===== src/adc_snap_defs.svh =====
// Sizing and register map of the ADC snapshot block.
// The window decode takes the channel from address bits 9:8, so it
// assumes four channels of 64 words each.
// Register offsets are word indices, the window base is a byte offset.

`ifndef ADC_SNAP_DEFS_SVH
`define ADC_SNAP_DEFS_SVH

// number of ADC channels captured in parallel
`define ADC_SNAP_NUM_CH 4

// snapshot address width, one address per 32-bit sample word
`define ADC_SNAP_AW 6

// words written per channel during one capture
`define ADC_SNAP_DEPTH 64

// control register, bit 0 is snap_req
`define ADC_SNAP_REG_CTRL 0

// status register, bit 0 done, bit 1 busy
`define ADC_SNAP_REG_STAT 1

// buffer window, channel c word k at base + c*0x100 + 4*k
`define ADC_SNAP_WIN_BASE 32'h0000_0400

`endif


===== src/adc_snap_pkg.sv =====
// Types shared by the snapshot controller, buffers and register block.
// A sample word packs four 8-bit ADC samples.

`include "adc_snap_defs.svh"

package adc_snap_pkg;

  typedef logic [31:0] sample_t;                           // four packed 8-bit samples

  typedef logic [`ADC_SNAP_AW-1:0] snap_addr_t;             // buffer word address

  typedef logic [`ADC_SNAP_AW:0] snap_cnt_t;                // msb set means capture over

  typedef logic [$clog2(`ADC_SNAP_NUM_CH)-1:0] chan_t;      // channel index

  typedef logic [31:0] wb_word_t;                          // bus data

  typedef logic [31:0] wb_adr_t;                           // bus byte address

  // capture controller states
  typedef enum logic [1:0] {
    CAP_IDLE,
    CAP_RUN,
    CAP_DONE
  } cap_state_t;

endpackage


===== src/snap_capture_ctrl.sv =====
// Snapshot write sequencer. A falling edge on snap_req_i starts one pass
// of DEPTH consecutive writes; a new edge mid-capture restarts at 0.
// snap_req_i must already be in the user_clk domain.
// After reset the counter is parked, so nothing is written until a request.

`timescale 1ns/1ps
`include "adc_snap_defs.svh"

module snap_capture_ctrl
  import adc_snap_pkg::*;
(
  input  logic       user_clk,
  input  logic       rst,
  input  logic       snap_req_i,
  output logic       snap_we_o,
  output snap_addr_t snap_addr_o,
  output logic       cap_busy_o,
  output logic       cap_done_o
);

  localparam snap_cnt_t cnt_park = snap_cnt_t'(`ADC_SNAP_DEPTH);   // terminal count
  localparam snap_cnt_t cnt_last = snap_cnt_t'(`ADC_SNAP_DEPTH - 1);

  logic [1:0] req_sr;                                      // previous and current request
  logic       req_fall;
  snap_cnt_t  cap_cnt;
  cap_state_t cap_state;

  always_ff @(posedge user_clk)
  begin
    if (rst)
      req_sr <= 2'b00;
    else
      req_sr <= {req_sr[0], snap_req_i};
  end

  assign req_fall = (req_sr == 2'b10);                     // was set, now cleared

  always_ff @(posedge user_clk)
  begin
    if (rst)
      cap_cnt <= cnt_park;
    else if (req_fall)
      cap_cnt <= '0;                                       // start or restart
    else if (!cap_cnt[`ADC_SNAP_AW])
      cap_cnt <= cap_cnt + 1'b1;
  end

  assign snap_we_o   = ~cap_cnt[`ADC_SNAP_AW];
  assign snap_addr_o = cap_cnt[`ADC_SNAP_AW-1:0];

  // status tracking, RUN lines up with the write strobe
  always_ff @(posedge user_clk)
  begin
    if (rst)
      cap_state <= CAP_IDLE;
    else if (req_fall)
      cap_state <= CAP_RUN;
    else if (cap_state == CAP_RUN && cap_cnt == cnt_last)
      cap_state <= CAP_DONE;                               // last word written this cycle
  end

  assign cap_busy_o = (cap_state == CAP_RUN);
  assign cap_done_o = (cap_state == CAP_DONE);

  // the strobe only runs inside the buffer range and only while the FSM is in RUN
  a_we_in_range: assert property (@(posedge user_clk) disable iff (rst)
    snap_we_o |-> (cap_cnt < cnt_park) && (cap_state == CAP_RUN));

  a_busy_done_excl: assert property (@(posedge user_clk) disable iff (rst)
    !(cap_busy_o && cap_done_o));

endmodule


===== config.mk =====
export PLATFORM = sky130hd
export DESIGN_NAME = snap_capture_ctrl
export DESIGN_NICKNAME = d
export VERILOG_FILES = /design/src/adc_snap_pkg.sv /design/src/snap_capture_ctrl.sv
export VERILOG_INCLUDE_DIRS = /design/src
export SDC_FILE = /design/constraint.sdc
export NUM_CORES = 1
export LEC_CHECK = 0
export BUFFER_PORTS_ARGS = -buffer_cell sky130_fd_sc_hd__buf_2
export CAP_MARGIN = 10
export CORE_UTILIZATION = 35
export DETAILED_ROUTE_END_ITERATION = 8
export PLACE_DENSITY = 0.53
export RECOVER_POWER = 100
export SYNTH_ARGS = -nofsm -noshare
export SYNTH_HDL_FRONTEND = slang
export SYNTH_SLANG_ARGS = --single-unit

===== constraint.sdc =====
create_clock -name user_clk -period 1.6 [get_ports user_clk]
set_input_delay 0.48 -clock user_clk [delete_from_list [all_inputs] [get_ports user_clk]]
set_output_delay 0.48 -clock user_clk [all_outputs]
set_load 0.02 [all_outputs]

### Word-level counts from Yosys, hierarchy flattened

Index checks and enable logic that the tools add are counted.
Widths: inputs -> output; s select.

| storage, ports and cells | value |
|---|---|
| output and inout port bits | 9 |
| register bits | 11 |
| memory bits (read-only) | 0 |
| memories kept | 0 |
| word-level logic and storage cells | 18 |
| RAM bits | 0 |
| input port bits | 3 |
| bits in latches | 0 |

| operators by class | value |
|---|---|
| shift operators | 0 |
| bitwise gates (word level) | 1 |
| order comparisons | 0 |
| mux-type cells | 4 |
| div/mod/pow operators | 0 |
| $add $sub $neg | 1 |
| reduce and logical (&&, ||, !) cells | 3 |
| $mul | 0 |
| equality and inequality tests | 4 |

Operator list:

| kind | count |
|---|---|
| $mux 7 | 2 |
| $add 7x1->7 const B | 1 |
| $eq 7x6->1 const B | 1 |
| $eq 2x2->1 const B | 2 |
| $eq 2x1->1 const B | 1 |
| $mux 1 | 2 |
| $reduce_bool 2->1 | 1 |
| $reduce_or 2->1 | 1 |
| $logic_and 1x1->1 | 1 |
| $not 1->1 | 1 |

### Logic depth before layout (Yosys ltp)

| logic depth | value |
|---|---|
| word-level depth | 4 |
| gate-level depth with buffers | 4 |
| gate-level depth less buffers | 4 |

### Worst setup path before layout

Ideal clock, no wire load.

| timing | value |
|---|---|
| path type | input to register |
| start | input rst |
| end | register cap_state[1] |
| cell stages on the path | 3 |
| data arrival time | 1.107 ns |
| path buffers | 1 |
| slack | 0.436 ns |
| library setup time | 0.057 ns |
| data required time | 1.543 ns |
| path through | or2_2 clkbuf_2 o21ba_2 |

| on the way | value |
|---|---|
| word-level cells in the longest chain between the ends | 1 |

Ends and longest elaborated chain:

| element | RTL line | text |
|---|---|---|
| start, declared | snap_capture_ctrl.sv:13 | `input logic rst,` |
| $reduce_or 2->1 (no line) | -- |  |
| end signal, assigned | snap_capture_ctrl.sv:56 | `cap_state <= CAP_IDLE;` |
| end signal, assigned | snap_capture_ctrl.sv:58 | `cap_state <= CAP_RUN;` |
| end signal, assigned | snap_capture_ctrl.sv:60 | `cap_state <= CAP_DONE;` |
| end, declared | snap_capture_ctrl.sv:27 | `cap_state_t cap_state;` |

Every way passes these cells.
A chain may end at the register's enable or synchronous reset.

### Worst setup path after layout

| timing | value |
|---|---|
| start | register cap_state[0] |
| end | output cap_busy_o |

| on the way | value |
|---|---|
| word-level cells in the longest chain between the ends | 1 |

Ends and longest elaborated chain:

| element | RTL line | text |
|---|---|---|
| $eq 2x1->1 | snap_capture_ctrl.sv:63 | `assign cap_busy_o = (cap_state == CAP_RUN);` |
| end, declared | snap_capture_ctrl.sv:17 | `output logic cap_busy_o,` |

Every way passes these cells.

==> impl_metrics.tcl <==
set metrics [dict create \
    synthSimpleGateAreaFrac_pct 28.5 \
    synth_nets 57 \
    num_vias 353 \
    crit_type "reg -> out" \
    cts_htree_levels 1 \
    internal-power_uw 389 \
    synth_top_cells_by_count "11 x dfxtp_1, 7 x nor2_1, 6 x buf_4" \
    wl_per_cell_um 10.4 \
    core_um2 1330 \
    rsz0062_at_grt "false" \
    synth_compound_area_share_pct 6.83 \
    p_switching_uw 112 \
    fin_skew_ps 0.938 \
    nets 66 \
    die-area_um2 1620 \
    async_flop_share_pct 0 \
    ir_drop_mv 0.573 \
    power.density_nw_per_um2 915 \
    hpwlAfterDp_um 580 \
    cts_tree "yes" \
    gr-total-overflow 0 \
    fin_cells 76 \
    hold_buffers 0 \
    finalCriticalPeriod_ps 1480 \
    critPathMaxFanout 4 \
    ctsResizeCount 0 \
    relSlewSlack_pct 72.3 \
    drive_gt1_share_pct 14.8 \
    io_buffer_count 11 \
    drtAntennaViolNets 0 \
    required_ps 1120 \
    synthAdderAreaFrac_pct 2.44 \
    clk_latency_ps 260 \
    grt_max_degree 8 \
    drt_wl_total_um 790 \
    endpoint_kind "output port" \
    yosysSeqAreaShare_pct 42.9 \
    synth_top_cell_by_area "dfxtp_1" \
    drt_iter0_markers 4 \
    fmax_mhz 675 \
    synth_edf_count 0 \
    cts_buffers 3 \
    fin_util_pct 41.0 \
    grt_pass1_vias 342 \
    grtUsageTotal_pct 13.8 \
    synth_flop_cell "dfxtp_1" \
    antenna_found_initial 0 \
    dp.cells 72 \
    slew_violations 0 \
    place_congestion 0.659 \
    postSynthAreaPerCell_um2 9.68 \
    synth_area_um2 513 \
    synthCells 53 \
    crit_path_start_kind "register" \
    synth_top_family_by_area "simple AND/OR/NAND/NOR gates" \
    drtPass1Iterations 4 \
    remaining_drc_errors 0 \
    antenna_cells 0 \
    tns_ps 0 \
    cts_setup_buffers 0 \
    synth.most_common_cell "dfxtp_1" \
    grt_pass1_wl_um 1370 \
    post_dp_cell_area_um2 537 \
    clk_pin_slew_worst_paths_ps 70 \
    synthMuxAreaShare_pct 1.95 \
    power_frac_comb_pct 5.7 \
    synth-xor-area-share_pct 6.83 \
    yosysUniqueCellTypes 25 \
    power.share.clock_pct 37.1 \
    tightestPinTransition_ps 416 \
    ys_ff_latch 11 \
    hold_viol_final 0 \
    yosysWarnings 0 \
    critPathArrivalTime_ps 1000 \
    initial_core_util_pct 38.5 \
    die_w_um 40.3 \
    syn2layout_area_growth_pct 6.59 \
    seq_power_share_pct 57.2 \
    synth_area_leaders "dfxtp_1 43%, buf_4 8.8%, nor2_1 5.1%" \
    min_path_type "in -> reg" \
    max-cap-violations 0 \
    leakagePower_nw 0.250 \
    synth_top_area_share_pct 42.9 \
    pin_count 12 \
    cts-root-buf "clkbuf_4" \
    rows 13 \
    setup_viol 0 \
    post-route-period-util_pct 92.6 \
    swShare_pct 22.3 \
    viasPerCell 4.64 \
    status "complete, no violations" \
    final_area_um2 547 \
    cts.sinks 11 \
    clk_path_buf_depth 2 \
    dieHeight_um 40.3 \
    hold_slack_ps 426 \
]
==> cell type report <==
cell class                      instances  area, um2
Fill cell                             150        787
Multi-Input combinational cell         34        231
Sequential cell                        11        220
Timing Repair Buffer                   11       46.3
Clock buffer                            4       26.3
Tap cell                               15       18.8
Inverter                                1       3.75
==> final timing paths <==
kind | start | to | slack (ps) | cells past startpoint
setup reg to reg | req_sr[1] | cap_state[1] | 340 | 3
hold / removal | rst | req_sr[1] | 430 | 2
setup / recovery | cap_state[0] | cap_busy_o | 120 | 2
hold reg to reg | req_sr[0] | req_sr[1] | 470 | 1
==> worst max-delay path, stage by stage (launching register included) <==
cell	delay [ps]
dfxtp_1	370
nor2b_1	140
clkbuf_1	230
==> placed cells by master, fill, tap and decap left out <==
master	n
nand4b_4	1
nor3_1	1
nor2_1	7
nand4b_1	1
nand3_1	2
or2_0	1
a21oi_1	1
ha_1	1
nand2_1	2
or3_1	1
o21a_1	1
dfxtp_1	11
mux2i_1	1
buf_2	3
o21ba_2	1
inv_1	1
nor4_1	1
xnor2_1	1
clkbuf_4	3
clkbuf_2	1
o21ai_0	1
o21bai_1	1
and2b_1	1
nor2b_1	5
xor2_1	3
clkbuf_1	8
==> per-layer routing <==
metal / wire [um] / share of wire (%) / track usage, %
met1: 388 / 49 / 14.5
met2: 327 / 41 / 21.4
met3: 63 / 8.0 / 8.33
met4: 11 / 1.4 / 7.50
met5: 0 / 0 / 0
==> stage by stage <==
step                power [mW]  worst slack [ps]
floorplan                0.317               436
global placement         0.325               312
detailed placement       0.325               308
CTS                      0.513               161
global route             0.531              59.9
finish                   0.500               119
==> logic make-up (layout without fill, tap and decap cells) <==
logic type | count (synthesis) | after routing
flops | 11 | 11
buf+inv | 8 | 16
mux | 1 | 1
compound gates | 5 | 5
fa+ha+maj | 1 | 1
xor+xnor | 4 | 4
simple gates | 23 | 23
==> power groups by stage <==
stage / registers [mW] / logic (mW) / clock network [mW]
after floorplan: 0.292 / 0.0249 / 0
final: 0.286 / 0.0284 / 0.186
after global routing: 0.287 / 0.0316 / 0.212
after global placement: 0.293 / 0.0317 / 0
after detailed placement: 0.293 / 0.0312 / 0
after CTS: 0.287 / 0.0312 / 0.194
==> sequential cells by signal, indices dropped and copies added (netlist names) <==
name       cells
cap_state      2
cap_cnt        7
req_sr         2
(Power assumes the default switching activity.)
