[src/adc_snap_defs.svh]
// Sizing and register map of the ADC snapshot block.
// The window decode takes the channel from address bits 9:8, so it
// assumes four channels of 64 words each.
// Register offsets are word indices, the window base is a byte offset.

`ifndef ADC_SNAP_DEFS_SVH
`define ADC_SNAP_DEFS_SVH

// number of ADC channels captured in parallel
`define ADC_SNAP_NUM_CH 4

// snapshot address width, one address per 32-bit sample word
`define ADC_SNAP_AW 6

// words written per channel during one capture
`define ADC_SNAP_DEPTH 64

// control register, bit 0 is snap_req
`define ADC_SNAP_REG_CTRL 0

// status register, bit 0 done, bit 1 busy
`define ADC_SNAP_REG_STAT 1

// buffer window, channel c word k at base + c*0x100 + 4*k
`define ADC_SNAP_WIN_BASE 32'h0000_0400

`endif

[src/adc_snap_pkg.sv]
// Types shared by the snapshot controller, buffers and register block.
// A sample word packs four 8-bit ADC samples.

`include "adc_snap_defs.svh"

package adc_snap_pkg;

  typedef logic [31:0] sample_t;                           // four packed 8-bit samples

  typedef logic [`ADC_SNAP_AW-1:0] snap_addr_t;             // buffer word address

  typedef logic [`ADC_SNAP_AW:0] snap_cnt_t;                // msb set means capture over

  typedef logic [$clog2(`ADC_SNAP_NUM_CH)-1:0] chan_t;      // channel index

  typedef logic [31:0] wb_word_t;                          // bus data

  typedef logic [31:0] wb_adr_t;                           // bus byte address

  // capture controller states
  typedef enum logic [1:0] {
    CAP_IDLE,
    CAP_RUN,
    CAP_DONE
  } cap_state_t;

endpackage

[src/snap_buffer.sv]
// Snapshot memory for one ADC channel, DEPTH words of one sample_t each.
// One write port, one read port with a registered output held while
// rd_en_i is low. Contents are undefined until the first capture.

`timescale 1ns/1ps
`include "adc_snap_defs.svh"

module snap_buffer
  import adc_snap_pkg::*;
(
  input  logic       user_clk,
  input  logic       we_i,
  input  snap_addr_t wr_addr_i,
  input  sample_t    wr_data_i,
  input  logic       rd_en_i,
  input  snap_addr_t rd_addr_i,
  output sample_t    rd_data_o
);

  sample_t mem [`ADC_SNAP_DEPTH];                          // maps to block RAM
  sample_t rd_q;

  // capture side, one word per cycle while the strobe is high
  always_ff @(posedge user_clk)
  begin
    if (we_i)
      mem[wr_addr_i] <= wr_data_i;
  end

  // readback side
  always_ff @(posedge user_clk)
  begin
    if (rd_en_i)
      rd_q <= mem[rd_addr_i];                              // old data on a same-address collision
  end

  assign rd_data_o = rd_q;

endmodule

[config.mk]
export PLATFORM = sky130hd
export DESIGN_NAME = snap_buffer
export DESIGN_NICKNAME = d
export VERILOG_FILES = /design/src/adc_snap_pkg.sv /design/src/snap_buffer.sv
export VERILOG_INCLUDE_DIRS = /design/src
export SDC_FILE = /design/constraint.sdc
export NUM_CORES = 2
export LEC_CHECK = 0
export ABC_AREA = 1
export BUFFER_PORTS_ARGS = -buffer_cell sky130_fd_sc_hd__buf_2
export CORE_MARGIN = 3
export CORE_UTILIZATION = 55
export DETAILED_ROUTE_END_ITERATION = 16
export PLACE_DENSITY = 0.71
export SLEW_MARGIN = 10
export SYNTH_ARGS = -nofsm -noshare
export SYNTH_HDL_FRONTEND = slang
export SYNTH_SLANG_ARGS = --single-unit
[constraint.sdc]
create_clock -name user_clk -period 6.52 [get_ports user_clk]
set_input_delay 1.304 -clock user_clk [delete_from_list [all_inputs] [get_ports user_clk]]
set_output_delay 1.304 -clock user_clk [all_outputs]
set_load 0.01 [all_outputs]
After elaboration in Yosys (flattened, before gate mapping)
Memories as Yosys holds them, arrays and structs flattened. A register that Yosys moved wholly into a read port is not among the register bits.
Cells that the tools add are included.

storage, ports and cells
  register bits = 0
  RAM bits = 2048
  input port bits = 47
  output and inout port bits = 32
  word-level logic and storage cells = 3
  memories kept = 1

memory list
  memory  words  width  read ports  clocked after Yosys merged registers in  wr ports  RTL line           source
  mem     64     32     1           1                                        1         snap_buffer.sv:20  sample_t mem [`ADC_SNAP_DEPTH];

operators by class
  mux-type cells = 2

operators with widths
  kind              count
  1-bit 2-to-1 mux  2

Depth between registers and ports, before layout
  depth in word-level cells = 2
  depth in mapped cells = 13
  mapped depth without buffers = 9

Worst setup path before layout
No wires, ideal clock.

  path kind = input to register
  from = in we_i
  to = mem mem[48][0] (netlist bit), enable pin
  library setup time = 0.502 ns
  data arrival time = 4.932 ns
  data required time = 6.018 ns
  path slack = 1.086 ns
  stages on the path = 3
  cells stage by stage = clkbuf_1 > nand4_1 > nor4_1

between the ends
  cells in the longest elaborated chain, start to end = 2

ends and longest elaborated chain
  item                                    RTL line           source
  start: declaration                      snap_buffer.sv:12  input logic we_i,
  1-bit 2-to-1 mux                        snap_buffer.sv:26  if (we_i)
  1-bit 2-to-1 mux (not written as such)  snap_buffer.sv:27  mem[wr_addr_i] <= wr_data_i;
  end: declaration                        snap_buffer.sv:20

No other way between the ends.

==> impl_metrics.xml <==
<?xml version="1.0" encoding="UTF-8"?>
<metrics>
  <group name="yosys">
    <metric name="leading_post_synthesis_cells_by_instance_count" unit="">sky130_fd_sc_hd__nand2_1, sky130_fd_sc_hd__edfxtp_1, sky130_fd_sc_hd__nand3_1, sky130_fd_sc_hd__buf_2, sky130_fd_sc_hd__clkbuf_1</metric>
    <metric name="yosys.cell_count.top_type" unit="">sky130_fd_sc_hd__nand2_1</metric>
    <metric name="synth_top_area_share" unit="%">75.2</metric>
    <metric name="number_of_standard_cells_after_synthesis" unit="">6769</metric>
    <metric name="synthesis.area" unit="sq um">83100</metric>
    <metric name="mean_instance_size_in_the_synthesized_netlist" unit="sq um">12.3</metric>
    <metric name="postSynth.asyncResetShare" unit="%">0</metric>
    <metric name="synth_top_cells_by_area" unit="">sky130_fd_sc_hd__edfxtp_1, sky130_fd_sc_hd__nand3_1, sky130_fd_sc_hd__nand2_1</metric>
    <metric name="yosysWarnings" unit="">0</metric>
    <metric name="ys_dominant_reg_cell" unit="">sky130_fd_sc_hd__edfxtp_1</metric>
    <metric name="top_cell_type_by_total_area_after_synthesis" unit="">sky130_fd_sc_hd__edfxtp_1</metric>
    <metric name="synth_cell_types" unit="">15</metric>
    <metric name="number_of_nets_in_the_synthesized_netlist" unit="">6816</metric>
    <metric name="number_of_synthesized_register_bits" unit="">2080</metric>
    <metric name="synth.yosys.seq_area_share" unit="%">75.2</metric>
    <metric name="synth_enable_flop_cells" unit="">2080</metric>
  </group>
  <group name="finish">
    <metric name="num-fill-cells" unit="">11100</metric>
    <metric name="proportion_of_layout_cells_with_a_drive_suffix_above_1" unit="%">7.62</metric>
    <metric name="syn_to_final_growth" unit="%">10.3</metric>
    <metric name="nNetsFinal" unit="">6763</metric>
    <metric name="multi_input_area" unit="sq um">18800</metric>
    <metric name="ff_latch_area" unit="sq um">62500</metric>
  </group>
  <group name="worst_setup_path">
    <metric name="worstSetupEndpointType" unit="">register</metric>
    <metric name="start_kind" unit="">input pin</metric>
    <metric name="worst-setup-path-type" unit="">in2reg</metric>
    <metric name="timing.critical_path.cells" unit="">buf_8 -&gt; inv_16 -&gt; buf_4 -&gt; nand2_1 -&gt; nand3_1 -&gt; nand3_1 -&gt; nand3_1 -&gt; nand3_1 -&gt; nand2_1 -&gt; nand2_1 -&gt; nand2_1</metric>
    <metric name="crit_path_max_fanout" unit="">213</metric>
    <metric name="worstPathRequired" unit="ns">7.21</metric>
    <metric name="slowest_stage" unit="">sky130_fd_sc_hd__buf_4</metric>
    <metric name="worst_ep_arrival_time" unit="ns">4.57</metric>
    <metric name="slowest_delay" unit="ns">0.90</metric>
  </group>
  <group name="drt">
    <metric name="vias" unit="">54400</metric>
    <metric name="finalWirelength" unit="microns">233000</metric>
    <metric name="wl_per_cell" unit="microns">26.3</metric>
    <metric name="drt_first_iter_violations" unit="">8443</metric>
    <metric name="final_antenna_net_count" unit="">0</metric>
    <metric name="vias_per_cell" unit="">6.14</metric>
    <metric name="drc" unit="">0</metric>
    <metric name="first_pass_iters" unit="">7</metric>
  </group>
  <group name="clock_network">
    <metric name="cts.clk_slew.worst_paths" unit="ns">0.06</metric>
    <metric name="post_cts_setup_buffer_count" unit="">0</metric>
    <metric name="cts_num_sinks" unit="">2080</metric>
    <metric name="cts.repair.resized" unit="">0</metric>
    <metric name="cts-root-to-sink-buffers" unit="">3</metric>
    <metric name="clk_latency" unit="ns">0.84</metric>
    <metric name="cts_inserted_buffers" unit="">197</metric>
    <metric name="cts.root.buffer_cell" unit="">sky130_fd_sc_hd__clkbuf_16</metric>
    <metric name="cts.hold.buffers_added" unit="">0</metric>
    <metric name="cts_tree" unit="">built</metric>
    <metric name="htreeDepth" unit="">4</metric>
  </group>
  <group name="sta">
    <metric name="whs" unit="ns">0.889</metric>
    <metric name="clock_skew" unit="ns">0.0313</metric>
    <metric name="final.setup.tns" unit="ns">0</metric>
    <metric name="relSlewSlack" unit="%">14.3</metric>
    <metric name="worst_slew_pin_slew" unit="ns">1.28</metric>
    <metric name="timing.final.setup_violations" unit="">0</metric>
    <metric name="grt_setup_unrepaired" unit="">false</metric>
    <metric name="minimum_period_implied_by_the_final_worst_setup_slack" unit="ns">3.87</metric>
    <metric name="finalCritPeriodShare" unit="%">59.4</metric>
    <metric name="final_max_slew_viol_count" unit="">0</metric>
    <metric name="timing_hold_violations_final" unit="">0</metric>
    <metric name="fmaxAchievable" unit="GHz">0.258</metric>
  </group>
  <group name="global_route">
    <metric name="pin_count_of_the_biggest_net_entering_global_routing" unit="">214</metric>
    <metric name="overflow_left_after_global_routing" unit="">0</metric>
    <metric name="initial_antenna_violation_count" unit="">13</metric>
    <metric name="global_route_wire_length_before_repair" unit="microns">341000</metric>
    <metric name="via_count_of_the_first_global_routing_pass" unit="">50900</metric>
    <metric name="total_global_routing_track_utilization" unit="%">29.7</metric>
  </group>
  <group name="die">
    <metric name="num_rows" unit="">141</metric>
    <metric name="dieWidth" unit="microns">395</metric>
    <metric name="die_area" unit="sq um">156000</metric>
    <metric name="floorplan.io_pins" unit="">79</metric>
    <metric name="core_region_area" unit="sq um">149000</metric>
    <metric name="fp.dieH" unit="microns">395</metric>
    <metric name="initial_core_util" unit="%">55.8</metric>
  </group>
  <group name="placement">
    <metric name="numPortBuffers" unit="">78</metric>
    <metric name="dp_hpwl" unit="microns">122000</metric>
    <metric name="place.gp.congestion" unit="">0.867</metric>
  </group>
  <group name="power">
    <metric name="worst_vdd_ir" unit="mV">0.264</metric>
    <metric name="power_leakage" unit="uW">0.0319</metric>
    <metric name="power_density_relative_to_cell_area" unit="nW/um^2">300</metric>
  </group>
  <group name="worst_hold_path">
    <metric name="worstHoldPathType" unit="">reg2reg</metric>
  </group>
  <group name="flow_run">
    <metric name="maxCapViolations" unit="">0</metric>
  </group>
  <group name="run_status">
    <metric name="run_status" unit="">finished, final reports clean</metric>
  </group>
</metrics>
[sequential cells by signal, indices dropped and copies added (netlist names)]
name	count
mem	2048
rd_data_o	32
[path summary, 6_finish.rpt]
check                             startpoint             to  slack, ns  depth (start not counted)
worst max register to register    mem[37][0]   rd_data_o[0]       4.54                          8
worst min register to register   mem[14][20]  rd_data_o[20]       0.89                          8
worst min-delay path             mem[14][20]  rd_data_o[20]       0.89                          8
worst max-delay path            rd_addr_i[0]   rd_data_o[1]       2.65                         11
[cells in the final DEF (no fill, tap or decap), drive strengths merged]
cell type	count
nand2	2248
edfxtp	2080
nand3	1907
clkbuf	243
buf	197
clkinv	81
nor2	56
inv	17
bufinv	11
nand4	9
nor4	8
clkinvlp	4
diode	1
[power by group]
part	switching (uW)	internal, uW	leakage (uW)
registers	48.4	14800	0.0187
clock network	4800	6070	0.00294
logic	1370	387	0.0102
total	6210	21300	0.0319
[stage by stage]
step / area [sq um] / utilization [%] / cells / setup slack [ns] / power (uW)
after floorplan: 83100 / - / 6769 / 1.09 / 16100
after global placement: 85400 / 57.4 / 8511 / 2.04 / 16800
after detailed placement: 85400 / 57.4 / 8511 / 2.00 / 16900
after CTS: 91400 / 61.4 / 8855 / 2.87 / 27500
after global routing: 91600 / 61.5 / 8864 / 2.49 / 28200
final: 91600 / 61.5 / 8864 / 2.65 / 27500
[critical path, delay by kind of cell]
family / cells / cell delay (ns)
buffers and inverters: 3 / 1.56
AND/OR/NAND/NOR: 8 / 1.11
[area by class of cell]
type / instances / area share (%)
Sequential cell: 2080 / 68.2
Multi-Input combinational cell: 4228 / 20.5
Clock buffer: 243 / 5.69
Tap cell: 2002 / 2.74
Timing Repair Buffer: 197 / 1.91
Clock inverter: 101 / 0.881
Inverter: 12 / 0.0888
Antenna cell: 1 / 0.00273
[kinds of logic (layout without fill, tap and decap cells)]
| kind of cell | Yosys count | count (layout) | synth area share [%] |
|---|---|---|---|
| AND/OR/NAND/NOR | 4228 | 4228 | 22.0 |
| flip-flops | 2080 | 2080 | 75.2 |
| buffers and inverters | 461 | 553 | 2.77 |
| other | 0 | 1 | 0 |
[routing by layer]
| metal | up-vias | global-route usage [%] | wire length, microns |
|---|---|---|---|
| met1 | 26400 | 42.8 | 88100 |
| met2 | 3533 | 44.1 | 104000 |
| li1 | 24000 | - | - |
| met3 | 443 | 7.65 | 31800 |
| met5 | - | 0 | 46 |
| met4 | 8 | 10.4 | 8410 |
Note: power is estimated with default switching activity, not from simulation.
