### src/adc_snap_defs.svh
// Sizing and register map of the ADC snapshot block.
// The window decode takes the channel from address bits 9:8, so it
// assumes four channels of 64 words each.
// Register offsets are word indices, the window base is a byte offset.

`ifndef ADC_SNAP_DEFS_SVH
`define ADC_SNAP_DEFS_SVH

// number of ADC channels captured in parallel
`define ADC_SNAP_NUM_CH 4

// snapshot address width, one address per 32-bit sample word
`define ADC_SNAP_AW 6

// words written per channel during one capture
`define ADC_SNAP_DEPTH 64

// control register, bit 0 is snap_req
`define ADC_SNAP_REG_CTRL 0

// status register, bit 0 done, bit 1 busy
`define ADC_SNAP_REG_STAT 1

// buffer window, channel c word k at base + c*0x100 + 4*k
`define ADC_SNAP_WIN_BASE 32'h0000_0400

`endif

### src/adc_snap_pkg.sv
// Types shared by the snapshot controller, buffers and register block.
// A sample word packs four 8-bit ADC samples.

`include "adc_snap_defs.svh"

package adc_snap_pkg;

  typedef logic [31:0] sample_t;                           // four packed 8-bit samples

  typedef logic [`ADC_SNAP_AW-1:0] snap_addr_t;             // buffer word address

  typedef logic [`ADC_SNAP_AW:0] snap_cnt_t;                // msb set means capture over

  typedef logic [$clog2(`ADC_SNAP_NUM_CH)-1:0] chan_t;      // channel index

  typedef logic [31:0] wb_word_t;                          // bus data

  typedef logic [31:0] wb_adr_t;                           // bus byte address

  // capture controller states
  typedef enum logic [1:0] {
    CAP_IDLE,
    CAP_RUN,
    CAP_DONE
  } cap_state_t;

endpackage

### src/wb_snap_regs.sv
// Wishbone slave for the snapshot block, single-beat cycles only.
// Register accesses ack after 1 cycle, buffer window reads after 2.
// Writes outside the control register are acked and dropped; there is
// no error response. Window reads during a capture return live memory.

`timescale 1ns/1ps
`include "adc_snap_defs.svh"

module wb_snap_regs
  import adc_snap_pkg::*;
(
  input  logic                              user_clk,
  input  logic                              rst,
  input  logic                              wb_cyc_i,
  input  logic                              wb_stb_i,
  input  logic                              wb_we_i,
  input  wb_adr_t                           wb_adr_i,
  input  logic [3:0]                        wb_sel_i,
  input  wb_word_t                          wb_dat_i,
  output wb_word_t                          wb_dat_o,
  output logic                              wb_ack_o,
  input  logic                              cap_busy_i,
  input  logic                              cap_done_i,
  output logic                              snap_req_o,
  output logic                              buf_rd_en_o,
  output snap_addr_t                        buf_rd_addr_o,
  input  sample_t [`ADC_SNAP_NUM_CH-1:0]    buf_rd_data_i
);

  localparam wb_adr_t win_base = `ADC_SNAP_WIN_BASE;

  wb_word_t   ctrl_reg;
  wb_word_t   dat_reg;                                     // register read data held for ack
  wb_word_t   reg_rdata;
  logic       ack;
  logic       ack_win;                                     // current ack belongs to a window read
  logic       rd_pend;                                     // waiting on buffer read latency
  chan_t      rd_ch;
  logic       req;
  logic       win_hit;
  logic       reg_hit;
  logic       ctrl_hit;
  logic       stat_hit;
  logic [7:0] reg_idx;

  // a new request is taken only when nothing is in flight
  assign req = wb_cyc_i && wb_stb_i && !ack && !rd_pend;

  assign win_hit  = (wb_adr_i[31:10] == win_base[31:10]);
  assign reg_hit  = (wb_adr_i[31:10] == '0);
  assign reg_idx  = wb_adr_i[9:2];
  assign ctrl_hit = reg_hit && (reg_idx == 8'(`ADC_SNAP_REG_CTRL));
  assign stat_hit = reg_hit && (reg_idx == 8'(`ADC_SNAP_REG_STAT));

  always_comb
  begin
    reg_rdata = '0;                                        // unmapped addresses read zero
    if (ctrl_hit)
      reg_rdata = ctrl_reg;
    else if (stat_hit)
      reg_rdata = {30'b0, cap_busy_i, cap_done_i};
  end

  // handshake and control register
  always_ff @(posedge user_clk)
  begin
    if (rst)
    begin
      ack         <= 1'b0;
      rd_pend     <= 1'b0;
      buf_rd_en_o <= 1'b0;
      ctrl_reg    <= '0;
    end
    else
    begin
      ack         <= 1'b0;
      buf_rd_en_o <= 1'b0;
      if (rd_pend)
      begin
        rd_pend <= 1'b0;                                   // buffer output valid next cycle
        ack     <= 1'b1;
      end
      else if (req)
      begin
        if (win_hit && !wb_we_i)
        begin
          rd_pend     <= 1'b1;
          buf_rd_en_o <= 1'b1;
        end
        else
        begin
          ack <= 1'b1;
        end
        if (wb_we_i && ctrl_hit)
        begin
          for (int b = 0; b < 4; b++)
          begin
            if (wb_sel_i[b])
              ctrl_reg[8*b +: 8] <= wb_dat_i[8*b +: 8];    // byte lane write
          end
        end
      end
    end
  end

  // read payload, only looked at while ack is high
  always_ff @(posedge user_clk)
  begin
    if (req)
    begin
      ack_win       <= win_hit && !wb_we_i;
      buf_rd_addr_o <= wb_adr_i[`ADC_SNAP_AW+1:2];
      rd_ch         <= wb_adr_i[9:8];
      dat_reg       <= reg_rdata;
    end
  end

  assign wb_ack_o   = ack;
  assign snap_req_o = ctrl_reg[0];

  always_comb
  begin
    if (!ack)
      wb_dat_o = '0;
    else if (ack_win)
      wb_dat_o = buf_rd_data_i[rd_ch];                     // word from the selected channel
    else
      wb_dat_o = dat_reg;
  end

  a_ack_pulse: assert property (@(posedge user_clk) disable iff (rst)
    wb_ack_o |=> !wb_ack_o);

endmodule
### config.mk
export PLATFORM = sky130hd
export DESIGN_NAME = wb_snap_regs
export DESIGN_NICKNAME = d
export VERILOG_FILES = /design/src/adc_snap_pkg.sv /design/src/wb_snap_regs.sv
export VERILOG_INCLUDE_DIRS = /design/src
export SDC_FILE = /design/constraint.sdc
export NUM_CORES = 1
export LEC_CHECK = 0
export ABC_AREA = 0
export BUFFER_PORTS_ARGS = -buffer_cell sky130_fd_sc_hd__buf_2
export CORE_MARGIN = 2
export CORE_UTILIZATION = 25
export CTS_CLUSTER_DIAMETER = 150
export DETAILED_ROUTE_END_ITERATION = 10
export PLACE_DENSITY = 0.57
export SETUP_SLACK_MARGIN = 0.4
export SYNTH_ARGS = -nofsm -noshare
export SYNTH_HDL_FRONTEND = slang
export SYNTH_SLANG_ARGS = --single-unit
### constraint.sdc
create_clock -name user_clk -period 3.3 [get_ports user_clk]
set_input_delay 0.165 -clock user_clk [delete_from_list [all_inputs] [get_ports user_clk]]
set_output_delay 0.165 -clock user_clk [all_outputs]
set_load 0.03 [all_outputs]
* After elaboration in Yosys (flattened, before gate mapping)
Cells that the tools add are included.
Word-level totals: input port bits 203, flip-flop bits (word level) 75, output and inout bits 41, word-level logic and storage cells 42
Cells by class: bitwise gates (word level) 2, equal/unequal tests 2, muxes and demuxes 10, order comparisons 1, reductions and logical operators 17
Operator list (number):
- $mux W32 | 4
- $bmux W32 S2 | 1
- $eq A22 B1 Y1 const B | 1
- $logic_not A22 Y1 | 1
- $reduce_and A4 Y1 | 4
- $eq A8 B1 Y1 const B | 1
- $logic_not A8 Y1 | 1
- $logic_and A1 B1 Y1 | 7
- $mux W1 | 4
- $logic_not A1 Y1 | 3
- $lt A2 B3 Y1 const B | 1
- $reduce_or A3 Y1 | 1
- $mux W2 | 1
- $not A1 Y1 | 2

* Longest topological paths before layout
Gate-level depths: netlist of run 1.
word-level depth 5, depth in mapped cells 5, mapped depth without buffers 4

* Least setup slack after synthesis of run 1
Ideal clock, no wire load.
path type reg2reg, start point register ack (netlist: wb_ack_o), end point register ctrl_reg[0], slack 771 ps, cell stages (with the launch flop) 5, data required time 3228 ps, path buffers 0, clock period less this slack 2529 ps, arrival 2457 ps, library setup time 72 ps, path through dfxtp_1 -> and4bb_2 -> nand2_1 -> nor4_4 -> mux2i_1
On the way: longest elaborated chain between the ends 4
RTL lines:
- from (decl) | line wb_snap_regs.sv:35 | logic ack;
- from (signal assigned) | line wb_snap_regs.sv:69 | ack <= 1'b0;
- from (signal assigned) | line wb_snap_regs.sv:76 | ack <= 1'b0;
- from (signal assigned) | line wb_snap_regs.sv:81 | ack <= 1'b1;
- $logic_not A1 Y1
- $logic_and A1 B1 Y1 (2 in a row) | line wb_snap_regs.sv:47 | assign req = wb_cyc_i && wb_stb_i && !ack && !rd_pend;
- via req | line wb_snap_regs.sv:39 | logic req;
- $reduce_and A4 Y1 (no line)
- to (signal, indexed assignment) | line wb_snap_regs.sv:99 | ctrl_reg[8*b +: 8] <= wb_dat_i[8*b +: 8];
- to (decl) | line wb_snap_regs.sv:32 | wb_word_t ctrl_reg;
The timed path passes the listed nets, and every way through them passes these cells. A chain may end at the register's enable or synchronous reset.

* Worst setup path after layout of run 1
start point register ack_win, end point output port wb_dat_o[4]
On the way: longest elaborated chain between the ends 2
RTL lines:
- from (decl) | line wb_snap_regs.sv:36 | logic ack_win;
- from (signal assigned) | line wb_snap_regs.sv:111 | ack_win <= win_hit && !wb_we_i;
- $mux W32 | line wb_snap_regs.sv:125 | else if (ack_win)
- $mux W32 | line wb_snap_regs.sv:123 | if (!ack)
- to (decl) | line wb_snap_regs.sv:20 | output wb_word_t wb_dat_o,
No other way between the ends.

==> results of run 1 <==
-- worst max-delay path, stage by stage (launching register included) --
cell and delay [ns]:
edfxtp_1 1.00, buf_4 0.36, mux2i_1 0.21, nor2b_1 0.06, buf_2 0.17
-- power groups by stage --
stage          registers [µW]  logic [µW]  clock network [µW]
6_report                 1010         338                1050
5_1_grt                  1010         368                1110
4_1_cts                  1010         344                1070
3_5_place_dp             1030         343                   0
3_3_place_gp             1030         334                   0
2_1_floorplan            1030         166                   0
-- synth_stat cells (all sizes together) --
library cell  instances
nor2b                32
nor2                  2
and4bb                1
nand2b               65
nand2                 3
mux4                 32
or2                   1
o31ai                 1
and3b                 1
mux2i                66
a21oi                 1
nand4                 2
nor4                 10
dfxtp                34
and2                 30
inv                   5
nor3                  5
clkbuf               17
buf                   7
edfxtp               41
-- layout make-up --
class                      count  area [µm²]  area share
sequential                    75        1910       0.303
clock inverter                 5        77.6      0.0123
timing repair buffer         249        1270       0.200
clock buffer                  11         243      0.0384
multi-input combinational    252        2510       0.398
inverter                       5        18.8     0.00297
tap                          229         287      0.0453
-- cells by family after synthesis --
group                  Yosys count  share of synthesized area
flip-flops                      75                      0.421
multiplexers                    98                      0.304
buffers and inverters           29                     0.0248
AO/OA/AOI/OAI                    2                    0.00276
AND/OR/NAND/NOR                152                      0.247
-- per-stage QoR --
stage	hold slack, ns	setup WS, ns	utilization	power (µW)
detailed placement	0.399	1.10	0.335	1370
global placement	0.396	1.16	0.335	1360
floorplan	0.264	0.771	-	1190
global route	0.0447	0.851	0.353	2480
finish	0.0478	0.987	0.353	2390
CTS	0.0387	0.940	0.353	2420
-- routing by layer --
metal / part of all wire / vias to the layer above / wire length, µm / global-route usage
met1: 0.44 / 1732 / 6020 / 0.182
li1: - / 1761 / - / -
met4: 0.017 / 0 / 230 / 0.0521
met2: 0.49 / 147 / 6610 / 0.238
met5: 0 / - / 0 / 0
met3: 0.055 / 19 / 743 / 0.0262
-- worst paths after layout --
check	endpoint	depth (start not counted)	startpoint
hold / removal	buf_rd_addr_o[4]	1	wb_adr_i[6]
setup reg to reg	ctrl_reg[17]	5	wb_ack_o
hold reg to reg	ctrl_reg[29]	2	ctrl_reg[29]
setup / recovery	wb_dat_o[4]	4	ack_win
==> flow_summary.toml, run 1 <==
[run_status]
outcome = "finished, final reports clean"

[cells_and_area]
n_antenna_cell = 0
area_growth_pct = 39.2
final_nets = 795
fillers = 1829
final_common_cell = "buf_2"
final_cell_count_no_fill = 826
drive_gt1_frac = 0.519
final_cell_mix = "buf_2, mux2i_1, nand2b_1"
stdcell_area_um2 = 6320

[timing]
finalCritPeriodShare = 0.701
rsz0062_at_grt = "no"
report.final.setup_viol = 0
tns_ns = 0
hold_viol_final = 0
maxSlewHeadroom = 0.342
worstMarginPinSlew_ns = 0.987
slew_violations = 0
min_period_ns = 2.31
fin_skew_ns = 0.00883
fmaxAchievable_mhz = 432

[synthesis]
synthTopCellsByArea = "edfxtp_1, mux4_2, dfxtp_1, mux2i_1, nand2b_1"
ys_seq_elements = 75
seq_area_frac_synth = 0.421
synth_nets = 559
avgSynthCellArea_um2 = 12.8
yosys_warnings = 0
syn-instance-count = 356
yosysTopAreaCell = "edfxtp_1"
yosysTopAreaCellShare = 0.271
synth_cell_types = 21
synth_area_um2 = 4540

[pwr]
power_frac_clock = 0.439
total_leakage_power_uw = 0.00267
swShare = 0.222
vdd_drop_max_uv = 194
p_comb_frac = 0.141
intPower_uw = 1860
seq_power_share = 0.420
p_switching_uw = 531
p_per_area_nw_per_um2 = 379

[floorplanning]
die_x_um = 139
die_h_um = 139
dieArea_um2 = 19300
io_pins = 244
initial_utilization = 0.254
rows = 49
core_um2 = 17900

[job]
cap_violations = 0

[route]
wl_per_cell_um = 16.5
num_vias = 3659
via_per_inst = 4.43
wl_um = 13600
drcViolationCount = 0
drtAntennaViolNets = 0
drt_first_pass_iters = 4
drtIter0Drc = 178

[worst_setup_path]
required_ns = 3.13
critical_path_class = "register to output port"
r2r_slack_ns = 1.11
path_max_fanout = 16
cp.arrival_ns = 2.15
start_kind = "register"
endpoint_kind = "output port"

[clocking]
clock-sinks = 75
hold_buffers = 0
clk_latency_ns = 0.34
cts_buffer_depth = 2
clock-root-buffer = "clkbuf_16"
ctsResizeCount = 0
cts_tree = "yes"
htreeDepth = 3
cts_buffers = 9
path_clk_slew_ns = 0.06
post_cts_buffers = 0

[place]
dp.cells = 810
dp.final_hpwl_um = 10800
io_buffers = 241
gp_congestion = 0.817
placed_area_um2 = 6000

[grt]
globalRouteTotalUtil = 0.141
grt_pass1_vias = 3881
antenna_found_initial = 0
overflow = 0
grt_max_degree = 67
grt_pass1_wl_um = 21100

[worst_hold_path]
worstHoldPathType = "input pin to register"
Note: power is estimated with default switching activity, not from simulation.
==> run 2: changes to the inputs <==
PLACE_DENSITY = 0.59   (was 0.57)
clock period = 1.9 ns   (was 3.3 ns; I/O delays follow)
==> run 2 against run 1 <==
  * The flow now finishes with violations (setup timing)
  * Setup slack got worse by 1.1 ns
  * Die area unchanged
  * First-iteration DRC count decreased by 35%
  * Sequential share of layout area decreased by 2.7 points
  * Critical path type unchanged
  * Critical endpoint is now wb_dat_o[26]
==> flow_summary.toml, run 2 (synthesis gave the netlist of run 1 again) <==
[place]
dp.final_hpwl_um = 10700
pre_cts_ws_ns = 0.159
dp.cells = 815
io_buffers = 241
placed_area_um2 = 6210
gp_congestion = 0.788

[worst_setup_path]
worstReg2RegEnd = "ctrl_reg[3]"
critical_path_class = "register to output port"
crit_start = "rd_ch[0]"
worstReg2RegStart = "rd_pend"
path_max_fanout = 8
r2r_slack_ns = 0.38
cp.arrival_ns = 1.94
start_kind = "register"
required_ns = 1.80
endpoint_kind = "output port"
cp-endpoint = "wb_dat_o[26]"
worstRegToRegCells = 5

[worst_hold_path]
worstHoldPathType = "input pin to register"

[floorplanning]
initial_utilization = 0.254
rows = 49
die_x_um = 139
core_um2 = 17900
io_pins = 244
dieArea_um2 = 19300
die_h_um = 139

[pwr]
total_leakage_power_uw = 0.00285
p_per_area_nw_per_um2 = 600
vdd_drop_max_uv = 334

[timing]
report.final.setup_viol = 32
fmaxAchievable_mhz = 492
hold_viol_final = 0
worstMarginPinSlew_ns = 0.367
min_period_ns = 2.03
finalCritPeriodShare = 1.07
fin_skew_ns = 0.00621
maxSlewHeadroom = 0.753
rsz0062_at_grt = "yes"
fin_ws_ns = -0.133
holdWs_ns = 0.0231
slew_violations = 0

[cells_and_area]
final_common_cell = "buf_2"
final_cell_mix = "buf_2, nand2b_1, mux2i_1"
fillers = 1767
stdcell_area_um2 = 6950
final_cell_count_no_fill = 845
n_antenna_cell = 0
area_growth_pct = 53.1
drive_gt1_frac = 0.583
final_nets = 814

[route]
drcViolationCount = 0
drtAntennaViolNets = 0
wl_per_cell_um = 16.8
wl_um = 14200
via_per_inst = 4.40
num_vias = 3714
drt_first_pass_iters = 4
drtIter0Drc = 116

[clocking]
clock-root-buffer = "clkbuf_16"
clock-sinks = 75
cts_buffers = 9
cts_buffer_depth = 2
cts_tree = "yes"
path_clk_slew_ns = 0.06
clk_latency_ns = 0.33
htreeDepth = 3

[run_status]
outcome = "finished with violations"
violations = "setup timing"

[grt]
globalRouteTotalUtil = 0.146
grt_pass1_vias = 4060
antenna_found_initial = 0
grt_pass1_wl_um = 22000
overflow = 0
grt_max_degree = 67

[job]
cap_violations = 0
-- run 2: cell count changes in the layout (fill, tap and decap cells not counted), moves of 4 or more --
cell           delta
buf_2            -32
nor2b_2          +30
buf_12            +7
mux2i_2           +4
mux2i_1           -4
buf_6            +36
dlygate4sd3_1     +7
nor2b_1          -30
-- run 2: how the worst min path moves through the flow --
| stage | startpoint | endpoint | slack, ns | depth (start not counted) |
|---|---|---|---|---|
| after floorplan | wb_adr_i[2] | buf_rd_addr_o[0] | 0.19 | 0 |
| after global placement | wb_adr_i[4] | buf_rd_addr_o[2] | 0.32 | 1 |
| after detailed placement | wb_adr_i[6] | buf_rd_addr_o[4] | 0.33 | 1 |
| after CTS | wb_dat_i[19] | ctrl_reg[19] | 0.009 | 3 |
| after global routing | wb_dat_i[11] | ctrl_reg[11] | 0.02 | 3 |
| final | wb_dat_i[19] | ctrl_reg[19] | 0.02 | 3 |
-- run 2: area by class of cell --
type / instances / area [µm²] / share of cell area
Clock buffer: 12 / 268 / 0.0385
Clock inverter: 4 / 47.5 / 0.00684
Inverter: 5 / 18.8 / 0.00270
Multi-Input combinational cell: 252 / 2630 / 0.378
Sequential cell: 75 / 1920 / 0.276
Tap cell: 229 / 287 / 0.0412
Timing Repair Buffer: 268 / 1790 / 0.257
-- run 2: power by group --
group	internal [µW]	switching, µW
Sequential	1730	11.8
Clock	1130	619
Combinational	387	290
-- run 2: layer usage --
metal	part of all wire	vias to the layer above	GRT usage
met5	0	-	0
met4	0.018	0	0.0558
met3	0.049	16	0.0228
met2	0.48	143	0.236
met1	0.45	1754	0.198
li1	-	1801	-
-- run 2: what timing repair did --
action                                 4_1_cts  5_1_grt
endpoints found under the hold margin        7        0
cloned                                       3        0
resized for setup                           71        5
pin swaps                                    3        0
buffers inserted                             4        0
hold buffers                                 7        0
setup endpoints to repair                   41       49
-- run 2: worst max-delay path: stages, from the launching register on --
cell      delay (ns)
edfxtp_1        0.38
buf_6           0.15
buf_12          0.16
mux4_2          0.52
mux2i_2         0.20
nor2b_2         0.07
buf_6           0.14
-- run 2: stage by stage --
step                      power, µW  TNS, ns   util
after floorplan                2090    -3.91      -
after global placement         2380        0  0.347
after detailed placement       2400        0  0.347
after CTS                      4230    -4.40  0.387
after global routing           4340    -6.44  0.388
final                          4170    -3.13  0.388
==> run 3: changes to the inputs <==
SETUP_SLACK_MARGIN = not set   (was 0.4)
==> run 3 against run 2 <==
  * The run still ends with setup timing left
  * Clock skew shrank 0.0014 ns
  * First-iteration DRC count up 2.6%
  * Combinational power is 3.8% lower
  * Sequential share of layout area is 1.2 points higher
  * Critical path type unchanged
  * Critical endpoint is now wb_dat_o[14]
  * Largest cell class unchanged
==> flow_summary.toml, run 3 (synthesis gave the netlist of run 1 again) <==
[worst_setup_path]
r2r_slack_ns = 0.31
cp.arrival_ns = 1.95
crit_top_cell = "buf_4"
required_ns = 1.80
path_max_fanout = 5
critPathSlowestCell = "mux4_2"
crit_path_cell_trace = "buf_4 > buf_6 > mux4_2 > mux2i_1 > nor2b_1 > buf_4"
endpoint_kind = "output port"
critical_path_class = "register to output port"
worstReg2RegStart = "wb_ack_o"
path_buf_inv = 3
worstReg2RegEnd = "ctrl_reg[7]"
cp_top_family = "multiplexers"
cpPeakStageDelay_ns = 0.53
start_kind = "register"
worstRegToRegCells = 5

[floorplanning]
core_um2 = 17900
die_h_um = 139
io_pins = 244
initial_utilization = 0.254
die_x_um = 139
dieArea_um2 = 19300
rows = 49

[grt]
globalRouteTotalUtil = 0.140
overflow = 0
grt_pass1_wl_um = 21300
grt_max_degree = 37
antenna_found_initial = 0
grt_pass1_vias = 4061

[timing]
maxSlewHeadroom = 0.645
fin_ws_ns = -0.149
report.final.setup_viol = 32
fin_skew_ns = 0.00480
hold_viol_final = 0
worstMarginPinSlew_ns = 0.533
holdWs_ns = 0.0146
min_period_ns = 2.05
finalCritPeriodShare = 1.08
rsz0062_at_grt = "yes"
slew_violations = 0
fmaxAchievable_mhz = 488

[clocking]
clk_latency_ns = 0.33
htreeDepth = 3
cts_buffer_depth = 2
clock-root-buffer = "clkbuf_16"
path_clk_slew_ns = 0.06
cts_buffers = 9
cts_tree = "yes"
clock-sinks = 75

[route]
num_vias = 3764
wl_per_cell_um = 16.8
drt_first_pass_iters = 4
drtAntennaViolNets = 0
drcViolationCount = 0
wl_um = 14200
via_per_inst = 4.44
drtIter0Drc = 119

[cells_and_area]
final_common_cell = "buf_2"
area_growth_pct = 46.8
final_nets = 816
regArea_um2 = 1920
fillers = 1784
drive_gt1_frac = 0.531
final_cell_count_no_fill = 847
multi_input_area_um2 = 2530
n_antenna_cell = 0
final_cell_mix = "buf_2, mux2i_1, nand2b_1"

[worst_hold_path]
worstHoldPathType = "input pin to register"
hold-path-endpoint = "ctrl_reg[30]"
min-delay-start = "wb_dat_i[30]"
hold_depth = 3

[place]
io_buffers = 241
dp.cells = 818
gp_congestion = 0.903
dp.final_hpwl_um = 10800

[run_status]
violations = "setup timing"
outcome = "finished with violations"

[pwr]
total_power_uw = 3950
total_leakage_power_uw = 0.00280
vdd_drop_max_uv = 425
p_per_area_nw_per_um2 = 592

[job]
cap_violations = 0
run 3: cell types whose count changed in the layout (fill, tap and decap cells not counted), sizes merged:
cell / previous run / this run
clkbuf: 12 / 14
bufinv: 1 / 0
dlygate4sd3: 7 / 6
clkinv: 2 / 4
run 3: through the flow:
step                TNS, ns   util  instance area, µm²  setup WS [ns]
detailed placement        0  0.342                6110          0.212
CTS                   -3.34  0.366                6550         -0.136
finish                -3.17  0.372                6660         -0.149
global route          -6.18  0.372                6660         -0.220
global placement          0  0.342                6110          0.234
floorplan             -3.91      -                4560         -0.223
run 3: final cells by class:
type / instances / share of cell area
Clock buffer: 11 / 0.0364
Clock inverter: 5 / 0.00451
Inverter: 5 / 0.00282
Multi-Input combinational cell: 252 / 0.379
Sequential cell: 75 / 0.288
Tap cell: 229 / 0.0430
Timing Repair Buffer: 270 / 0.246
run 3: worst max-delay path by stage:
stage / start / to / slack (ns) / depth (start not counted)
global placement: rd_ch[0] / wb_dat_o[3] / 0.23 / 5
CTS: rd_ch[0] / wb_dat_o[7] / -0.14 / 5
global route: rd_ch[0] / wb_dat_o[13] / -0.22 / 6
detailed placement: wb_adr_i[27] / ctrl_reg[28] / 0.21 / 6
floorplan: wb_ack_o / ctrl_reg[0] / -0.22 / 4
finish: rd_ch[0] / wb_dat_o[14] / -0.15 / 6
run 3: what timing repair did:
item,CTS,global route
pin swaps,0,4
hold buffers,6,0
setup buffers,1,2
resized for setup,35,4
setup endpoints to repair,32,63
hold endpoints to repair,6,0
gates cloned,0,4
run 3: power breakdown:
part | internal, µW | switching, µW | leakage, µW | total, µW
registers | 1730 | 8.42 | 0.000689 | 1740
logic | 368 | 284 | 0.00198 | 651
clock network | 912 | 644 | 0.000133 | 1560
total | 3010 | 936 | 0.00280 | 3950
run 3: worst min-delay path, stage by stage:
cell      delay [ns]
buf_2           0.10
nand2b_1        0.05
mux2i_1         0.06
run 3: metal layers:
layer  vias to the layer above  share of wire  track usage
met5                         -              0            0
met1                      1807           0.42        0.168
met2                       137           0.51        0.248
met3                        17          0.058       0.0376
li1                       1803              -            -
met4                         0          0.012       0.0388
